File: config.mk
export PLATFORM = sky130hd
export DESIGN_NAME = forthCore
export DESIGN_NICKNAME = d
export VERILOG_FILES = /design/src/hw/cpuPkg.sv /design/src/hw/coreIfs.sv /design/src/hw/phaseControl.sv /design/src/hw/registerFile.sv /design/src/hw/aluUnit.sv /design/src/hw/busInterface.sv /design/src/hw/forthCore.sv
export SDC_FILE = /design/constraint.sdc
export NUM_CORES = 1
export LEC_CHECK = 0
export BUFFER_PORTS_ARGS = -buffer_cell sky130_fd_sc_hd__buf_4
export CAP_MARGIN = 20
export CORE_AREA = 2 2 205 207
export CTS_CLUSTER_DIAMETER = 40
export DETAILED_ROUTE_END_ITERATION = 16
export DIE_AREA = 0 0 207 209
export HOLD_SLACK_MARGIN = 0.08
export PLACE_DENSITY = 0.7
export SETUP_SLACK_MARGIN = 0.02
export SLEW_MARGIN = 10
export SYNTH_ARGS = -nofsm -noshare
export SYNTH_HDL_FRONTEND = slang
export SYNTH_HIERARCHICAL = 1
export SYNTH_SLANG_ARGS = --single-unit
File: constraint.sdc
create_clock -name CLK -period 9.1 [get_ports CLK]
set_input_delay 1.365 -clock CLK [delete_from_list [all_inputs] [get_ports CLK]]
set_output_delay 1.365 -clock CLK [all_outputs]
set_load 0.01 [all_outputs]
File: src/hw/cpuPkg.sv
package cpuPkg;

	localparam int dataWidth = 16;
	localparam int regCount = 16;
	localparam int regAddrWidth = $clog2(regCount);
	localparam int shiftWidth = $clog2(dataWidth);
	localparam int offsetWidth = 8;

	typedef logic [dataWidth-1:0] wordT;
	typedef logic [regAddrWidth-1:0] regIdxT;

	// One instruction takes one cycle in each phase
	typedef enum logic [1:0] {
		phFetch,
		phDecode,
		phExecute,
		phCommit
	} phaseT;

	// Instruction group, bits 15:13
	localparam logic [2:0] grpAluReg = 3'd0;
	localparam logic [2:0] grpAluImm4 = 3'd1;
	localparam logic [2:0] grpAluImm8 = 3'd2;
	localparam logic [2:0] grpLdSt = 3'd3;
	localparam logic [2:0] grpJump = 3'd4;
	localparam logic [2:0] grpSys = 3'd5;

	typedef enum logic [3:0] {
		opMov, opAdd, opSub, opAnd, opOr, opXor,
		opSl, opSr, opSra, opRot, opSet, opClr
	} aluOpT;

	// mode is bit 12: store for LD/ST, jump on Z clear for jumps
	typedef struct packed {
		logic [2:0] grp;
		logic       mode;
		logic [3:0] op;
		regIdxT     rd;
		regIdxT     rs;
	} instrT;

	// Jump flags inside the op field (bits 11 and 10)
	localparam int jmpCondIdx = 3;
	localparam int jmpRelIdx = 2;

	localparam regIdxT regRb = 4'd11;

endpackage

File: src/hw/coreIfs.sv
`timescale 1ns/1ps

interface aluIf import cpuPkg::*; ();
	aluOpT op;
	logic  immSel;
	wordT  imm;
	logic  flagEn;
	wordT  a;
	wordT  b;
	wordT  result;
	logic  zero;

	modport ctrl (output op, immSel, imm, flagEn);
	modport alu (input op, immSel, imm, flagEn, a, b, output result, zero);
endinterface

interface regPortIf import cpuPkg::*; ();
	regIdxT rdSel;
	regIdxT rsSel;
	regIdxT wrSel;
	logic   wrEn;
	logic   loadSel;

	modport ctrl (output rdSel, rsSel, wrSel, wrEn, loadSel);
	modport regs (input rdSel, rsSel, wrSel, wrEn, loadSel);
endinterface

File: src/hw/phaseControl.sv
`timescale 1ns/1ps

module phaseControl import cpuPkg::*; (
	input  logic                   CLK,
	input  logic                   rstN,
	aluIf.ctrl                     alu,
	regPortIf.ctrl                 regs,
	input  wordT                   instr,
	input  logic                   zero,
	output phaseT                  phase,
	output logic                   memRead,
	output logic                   memWrite,
	output logic                   jumpTaken,
	output logic                   jumpRel,
	output logic [offsetWidth-1:0] offset
);

	phaseT  nextPhase;
	logic   running;
	instrT  instrReg;
	instrT  ir;
	regIdxT destReg;
	logic   isAluGrp;
	logic   isLoad;
	logic   isStore;
	logic   isJump;
	logic   condMet;

	always_ff @(posedge CLK) begin
		if (!rstN) begin
			phase <= phFetch;
			running <= 1'b0;
		end else begin
			phase <= nextPhase;
			running <= 1'b1;
		end
	end

	// First cycle out of reset stays in FETCH and does the first read
	assign nextPhase = running ? phaseT'(phase + 2'd1) : phFetch;

	// Fetched word sits in the bus capture register during DECODE only
	always_ff @(posedge CLK) begin
		if (phase == phDecode) begin
			instrReg <= instr;
		end
	end

	assign ir = (phase == phDecode) ? instrT'(instr) : instrReg;

	always_comb begin
		isAluGrp = 1'b0;
		isLoad = 1'b0;
		isStore = 1'b0;
		isJump = 1'b0;
		case (ir.grp)
			grpAluReg, grpAluImm4, grpAluImm8: begin
				isAluGrp = 1'b1;
			end
			grpLdSt: begin
				isLoad = !ir.mode;
				isStore = ir.mode;
			end
			grpJump: begin
				isJump = 1'b1;
			end
			// NOP only steps the PC
			grpSys: begin
			end
			default: begin
			end
		endcase
	end

	// 8-bit immediate always targets RB
	assign destReg = (ir.grp == grpAluImm8) ? regRb : ir.rd;

	assign regs.rdSel = destReg;
	assign regs.rsSel = ir.rs;
	assign regs.wrSel = destReg;
	assign regs.wrEn = (phase == phCommit) && (isAluGrp || isLoad);
	assign regs.loadSel = isLoad;

	assign alu.op = aluOpT'(ir.op);
	assign alu.immSel = (ir.grp == grpAluImm4) || (ir.grp == grpAluImm8);
	assign alu.imm = (ir.grp == grpAluImm8) ? wordT'({ir.rd, ir.rs}) : wordT'(ir.rs);
	assign alu.flagEn = isAluGrp;

	// Strobe requests are for the next cycle, the bus registers them
	assign memRead = (nextPhase == phFetch) || ((nextPhase == phExecute) && isLoad);
	assign memWrite = (nextPhase == phExecute) && isStore;

	assign condMet = ir.mode ? !zero : zero;
	assign jumpTaken = isJump && (!ir.op[jmpCondIdx] || condMet);
	assign jumpRel = ir.op[jmpRelIdx];
	assign offset = {ir.rd, ir.rs};

endmodule

File: src/hw/registerFile.sv
`timescale 1ns/1ps

module registerFile import cpuPkg::*; (
	input  logic   CLK,
	input  logic   rstN,
	regPortIf.regs regs,
	output wordT   a,
	output wordT   b,
	input  wordT   aluResult,
	input  wordT   loadData
);

	wordT regBank [regCount];
	wordT wrData;

	assign wrData = regs.loadSel ? loadData : aluResult;

	always_ff @(posedge CLK) begin
		if (!rstN) begin
			for (int i = 0; i < regCount; i++) begin
				regBank[i] <= '0;
			end
		end else if (regs.wrEn) begin
			regBank[regs.wrSel] <= wrData;
		end
	end

	// Asynchronous reads, a is the destination side
	assign a = regBank[regs.rdSel];
	assign b = regBank[regs.rsSel];

endmodule

File: src/hw/aluUnit.sv
`timescale 1ns/1ps

module aluUnit import cpuPkg::*; (
	input  logic CLK,
	input  logic rstN,
	aluIf.alu    alu,
	input  logic commit
);

	wordT                   opB;
	logic [shiftWidth-1:0]  shAmt;
	logic [2*dataWidth-1:0] rotWide;
	wordT                   bitMask;
	logic                   zeroReg;

	assign opB = alu.immSel ? alu.imm : alu.b;
	assign shAmt = opB[shiftWidth-1:0];

	// Rotate right, low bits wrap to the top
	assign rotWide = {alu.a, alu.a} >> shAmt;
	assign bitMask = wordT'(1) << shAmt;

	always_comb begin
		case (alu.op)
			opMov: alu.result = opB;
			opAdd: alu.result = alu.a + opB;
			opSub: alu.result = alu.a - opB;
			opAnd: alu.result = alu.a & opB;
			opOr: alu.result = alu.a | opB;
			opXor: alu.result = alu.a ^ opB;
			opSl: alu.result = alu.a << shAmt;
			opSr: alu.result = alu.a >> shAmt;
			opSra: alu.result = wordT'($signed(alu.a) >>> shAmt);
			opRot: alu.result = rotWide[dataWidth-1:0];
			opSet: alu.result = alu.a | bitMask;
			opClr: alu.result = alu.a & ~bitMask;
			default: alu.result = alu.a;
		endcase
	end

	// Z only follows ALU instructions
	always_ff @(posedge CLK) begin
		if (!rstN) begin
			zeroReg <= 1'b0;
		end else if (commit && alu.flagEn) begin
			zeroReg <= (alu.result == '0);
		end
	end

	assign alu.zero = zeroReg;

endmodule

File: src/hw/busInterface.sv
`timescale 1ns/1ps

module busInterface import cpuPkg::*; (
	input  logic                   CLK,
	input  logic                   rstN,
	input  phaseT                  phase,
	input  logic                   memRead,
	input  logic                   memWrite,
	input  logic                   jumpTaken,
	input  logic                   jumpRel,
	input  logic [offsetWidth-1:0] offset,
	input  wordT                   regAddr,
	input  wordT                   regData,
	input  wordT                   jumpReg,
	input  wordT                   din,
	output wordT                   instr,
	output wordT                   loadData,
	output wordT                   addr,
	output wordT                   dout,
	output logic                   rdN,
	output logic                   wrN
);

	wordT pc;
	wordT pcNext;
	wordT relTarget;
	wordT readReg;

	assign pcNext = pc + wordT'(2);

	// Offset counts words, so scale it to bytes
	assign relTarget = pcNext +
		{{(dataWidth-offsetWidth-1){offset[offsetWidth-1]}}, offset, 1'b0};

	always_ff @(posedge CLK) begin
		if (!rstN) begin
			pc <= '0;
		end else if (phase == phCommit) begin
			if (jumpTaken) begin
				pc <= jumpRel ? relTarget : jumpReg;
			end else begin
				pc <= pcNext;
			end
		end
	end

	always_ff @(posedge CLK) begin
		if (!rstN) begin
			rdN <= 1'b1;
			wrN <= 1'b1;
		end else begin
			rdN <= !memRead;
			wrN <= !memWrite;
		end
	end

	always_ff @(posedge CLK) begin
		if (memWrite) begin
			dout <= regData;
		end
	end

	// Instruction word and load word share one capture register
	always_ff @(posedge CLK) begin
		if (!rdN) begin
			readReg <= din;
		end
	end

	assign addr = (phase == phExecute) ? regAddr : pc;
	assign instr = readReg;
	assign loadData = readReg;

endmodule

File: src/hw/forthCore.sv
`timescale 1ns/1ps

module forthCore import cpuPkg::*; (
	input  logic CLK,
	input  logic rstN,
	output logic fetch,
	output logic decode,
	output logic execute,
	output logic commit,
	output wordT addr,
	output wordT dout,
	input  wordT din,
	output logic rdN,
	output logic wrN
);

	aluIf     aluBus ();
	regPortIf regBus ();

	phaseT                  phase;
	logic                   memRead;
	logic                   memWrite;
	logic                   jumpTaken;
	logic                   jumpRel;
	logic [offsetWidth-1:0] offset;
	wordT                   instr;
	wordT                   loadData;
	wordT                   regA;
	wordT                   regB;

	assign aluBus.a = regA;
	assign aluBus.b = regB;

	phaseControl uCtrl (
		.CLK(CLK), .rstN(rstN), .alu(aluBus.ctrl), .regs(regBus.ctrl),
		.instr(instr), .zero(aluBus.zero), .phase(phase),
		.memRead(memRead), .memWrite(memWrite), .jumpTaken(jumpTaken),
		.jumpRel(jumpRel), .offset(offset)
	);

	registerFile uRegs (
		.CLK(CLK), .rstN(rstN), .regs(regBus.regs), .a(regA), .b(regB),
		.aluResult(aluBus.result), .loadData(loadData)
	);

	aluUnit uAlu (.CLK(CLK), .rstN(rstN), .alu(aluBus.alu), .commit(commit));

	// Store data comes from rd, addresses and absolute targets from rs
	busInterface uBus (
		.CLK(CLK), .rstN(rstN), .phase(phase), .memRead(memRead), .memWrite(memWrite),
		.jumpTaken(jumpTaken), .jumpRel(jumpRel), .offset(offset),
		.regAddr(regB), .regData(regA), .jumpReg(regB), .din(din), .instr(instr),
		.loadData(loadData), .addr(addr), .dout(dout), .rdN(rdN), .wrN(wrN)
	);

	assign fetch = (phase == phFetch);
	assign decode = (phase == phDecode);
	assign execute = (phase == phExecute);
	assign commit = (phase == phCommit);

endmodule

==> out/metrics.yaml <==
finish:
  fin_util: 0.5920
  fin_area_um2: 24440
  antenna_cells: 0
  syn2layout_area_growth_pct: 9.091
  final_common_cell: "nor2_1"
  drive_above_1_share: 0.1728
  final_cell_mix: "366 x nor2_1, 288 x edfxtp_1, 161 x nand2_1"
  fin_nets: 2072
logic_synthesis:
  synthCells: 2046
  synthTopCellsByArea: "edfxtp_1 39%, mux4_2 7.4%, mux4_1 7.2%"
  synth.avg_cell_area_um2: 10.95
  synth_top_family_by_area: "multiplexers"
  syn_area_um2: 22410
  yosysWarnings: 6
  synth_xor_area_frac: 0.02072
  synthAdderAreaFrac: 0.02580
  yosysTopAreaCellShare: 0.3860
  synth_compound_area_frac: 0.1260
  synth_top_flop_cell: "edfxtp_1"
  synthMuxAreaShare: 0.2050
  synth_simple_gate_area_frac: 0.1392
  ys_seq_elements: 326
  synth_cell_type_count: 105
  ys_seq_area_frac: 0.4199
  synth_top_area_cell: "edfxtp_1"
  synth-edff-count: 288
  async_flop_share: 0
worst_setup_path:
  crit_required_ns: 9.59
  critPathMaxFanout: 29
  critical_path.max_stage_delay_ns: 0.89
  reg2reg_slack_ns: 1.18
  cp_num_buf_inv: 1
  cp_cell_sequence: "ha_1 > mux2_2 > mux4_1 > a22oi_1 > nand2_1 > mux2i_4 > inv_2 > nor2_1 > nand2_1 > nor2_1 > nor2_1 > xnor2_1 > ha_1 > and3_1 > a221oi_1 > o21ai_0 > mux2i_1 > o2111ai_1 > nor2_1 > or4b_1 > or4_1 > or4_1 > o41ai_2"
  end_kind: "flip-flop"
  criticalPathCategory: "reg -> reg"
  critPathSlowestCell: "mux2_2"
  cp.arrival_ns: 8.40
  worst_path_most_repeated_cell: "nor2_1"
  path_delay_family: "simple AND/OR/NAND/NOR gates"
  start_kind: "flip-flop"
drt:
  finalWirelength_um: 78130
  vias_per_cell: 7.057
  drt-wirelength-per-cell_um: 30.19
  ant_nets: 0
  drt_pre_antenna_iters: 7
  drt_first_iter_violations: 2388
  vias: 18260
  post-route-drc-count: 0
global_route:
  antenna_found_initial: 0
  grt_pass1_vias: 17400
  grt_first_pass_wirelength_um: 114600
  grt.total_usage: 0.3548
  overflow: 0
  grt_start_max_net_pins: 55
sta:
  slew_violations: 0
  slew-limit-headroom: 0.1920
  final.setup.worst_slack_ns: 1.183
  rsz0062_at_grt: "no"
  clock.fmax_ghz: 0.1263
  layout_min_cycle_time_ns: 7.917
  fin_crit_sh: 0.8700
  setup_tns_ns: 0
  finalSetupViolations: 0
  skew_ns: 0.03417
  tightest_slew_ns: 1.209
  final_hold_viol_count: 0
clock_network:
  postCtsSetupBuffers: 0
  clk_pin_slew_worst_paths_ns: 0.05
  cts-buffers-inserted: 49
  ctsLongestPathBuffers: 3
  clock_latency_ns: 0.60
  cts_sinks: 326
  htreeDepth: 2
  holdBufCountCts: 0
  cts_tree: "built"
  ctsResizeCount: 0
  clock-root-buffer: "clkbuf_16"
floorplanning:
  rows: 75
  die_h_um: 209
  dieWidth_um: 207
  start_util: 0.5427
  coreArea_um2: 41290
  die_area_um2: 43260
  pin_count: 56
place:
  dp_slack_ns: 1.404
  port_buffers: 55
  dpl-instance-area_um2: 22800
  hpwl_um: 52210
  gp_congestion: 0.9927
outcome:
  status: "finished, final reports clean"
run:
  maxCapViolCount: 0
pwr:
  p_total_uw: 7272
  ir_drop_v: 0.0001775
  powerDensity_nw_per_um2: 297.5
  p_leak_uw: 0.009161
min_path:
  hold_path_class: "reg -> reg"
routing by layer:
metal | GRT usage | part of all wire
met1 | 0.4846 | 0.38
met2 | 0.5460 | 0.46
met3 | 0.07093 | 0.11
met4 | 0.1722 | 0.052
met5 | 0 | 0
cell usage after synthesis, types with 16 or more instances:
| cell type | instances |
|---|---|
| nand2_1 | 163 |
| mux4_2 | 74 |
| edfxtp_1 | 288 |
| o21ai_0 | 60 |
| mux2i_1 | 86 |
| nor2_1 | 367 |
| buf_4 | 66 |
| xor2_1 | 22 |
| nor2b_1 | 18 |
| inv_1 | 25 |
| mux4_1 | 61 |
| nand4_1 | 16 |
| a211oi_1 | 17 |
| a22oi_1 | 75 |
| ha_1 | 43 |
| xnor2_1 | 31 |
| nor3_1 | 29 |
| buf_2 | 45 |
| mux2_2 | 35 |
| clkbuf_1 | 65 |
| dfxtp_1 | 38 |
| buf_1 | 18 |
| nand3_1 | 34 |
| a21oi_1 | 80 |
| a31oi_1 | 27 |
power breakdown:
part | switching, uW | internal, uW | leakage, uW
Combinational | 2490 | 1210 | 0.00514
Sequential | 33.3 | 1700 | 0.00325
Clock | 732 | 1120 | 0.000766
Total | 3250 | 4020 | 0.00916
kinds of logic after synthesis:
| kind of cell | after synthesis |
|---|---|
| buffers and inverters | 249 |
| other | 1 |
| multiplexers | 259 |
| AND/OR/NAND/NOR | 705 |
| XOR/XNOR | 53 |
| AO/OA/AOI/OAI | 408 |
| adder cells (fa/ha/maj) | 45 |
| flip-flops | 326 |
state kept, by name, indices dropped and copies added, names as in the netlist:
register	count
uBus/wrN	1
uBus/pc	16
uAlu/alu.zero	1
uCtrl/instrReg	16
uBus/dout	16
uCtrl/phase	2
uCtrl/running	1
uBus/instr	16
uRegs/regBank	256
uBus/rdN	1
metrics by stage:
stage / hold WS [ns] / std cells
global route: 0.5670 / 2588
global placement: 0.5046 / 2496
floorplan: 0.4517 / 2053
CTS: 0.5379 / 2587
detailed placement: 0.5156 / 2496
finish: 0.5396 / 2588
final cells by class:
type | instances | area, um2
Clock buffer | 51 | 1234
Clock inverter | 40 | 395.4
Fill cell | 3364 | 16850
Inverter | 31 | 118.9
Multi-Input combinational cell | 1478 | 11670
Sequential cell | 326 | 9409
Tap cell | 539 | 674.4
Timing Repair Buffer | 123 | 939.7
worst register-to-register path, cell delays in order (launching register included):
cell       delay, ns
dfxtp_1         0.53
ha_1            0.65
mux2_2          0.90
mux4_1          0.42
a22oi_1         0.32
nand2_1         0.23
mux2i_4         0.63
inv_2           0.07
nor2_1          0.15
nand2_1         0.15
nor2_1          0.17
nor2_1          0.06
xnor2_1         0.13
ha_1            0.35
and3_1          0.21
a221oi_1        0.54
o21ai_0         0.20
mux2i_1         0.22
o2111ai_1       0.16
nor2_1          0.13
or4b_1          0.43
or4_1           0.43
or4_1           0.53
o41ai_2         0.21
final timing paths:
path | startpoint | end | depth (start not counted)
max | uCtrl/phase[0] | uAlu/alu.zero | 23
min | uCtrl/instrReg[6] | uCtrl/instrReg[6] | 2
max reg2reg | uCtrl/phase[0] | uAlu/alu.zero | 23
min reg2reg | uCtrl/instrReg[6] | uCtrl/instrReg[6] | 2
Note: power is estimated with default switching activity, not from simulation.
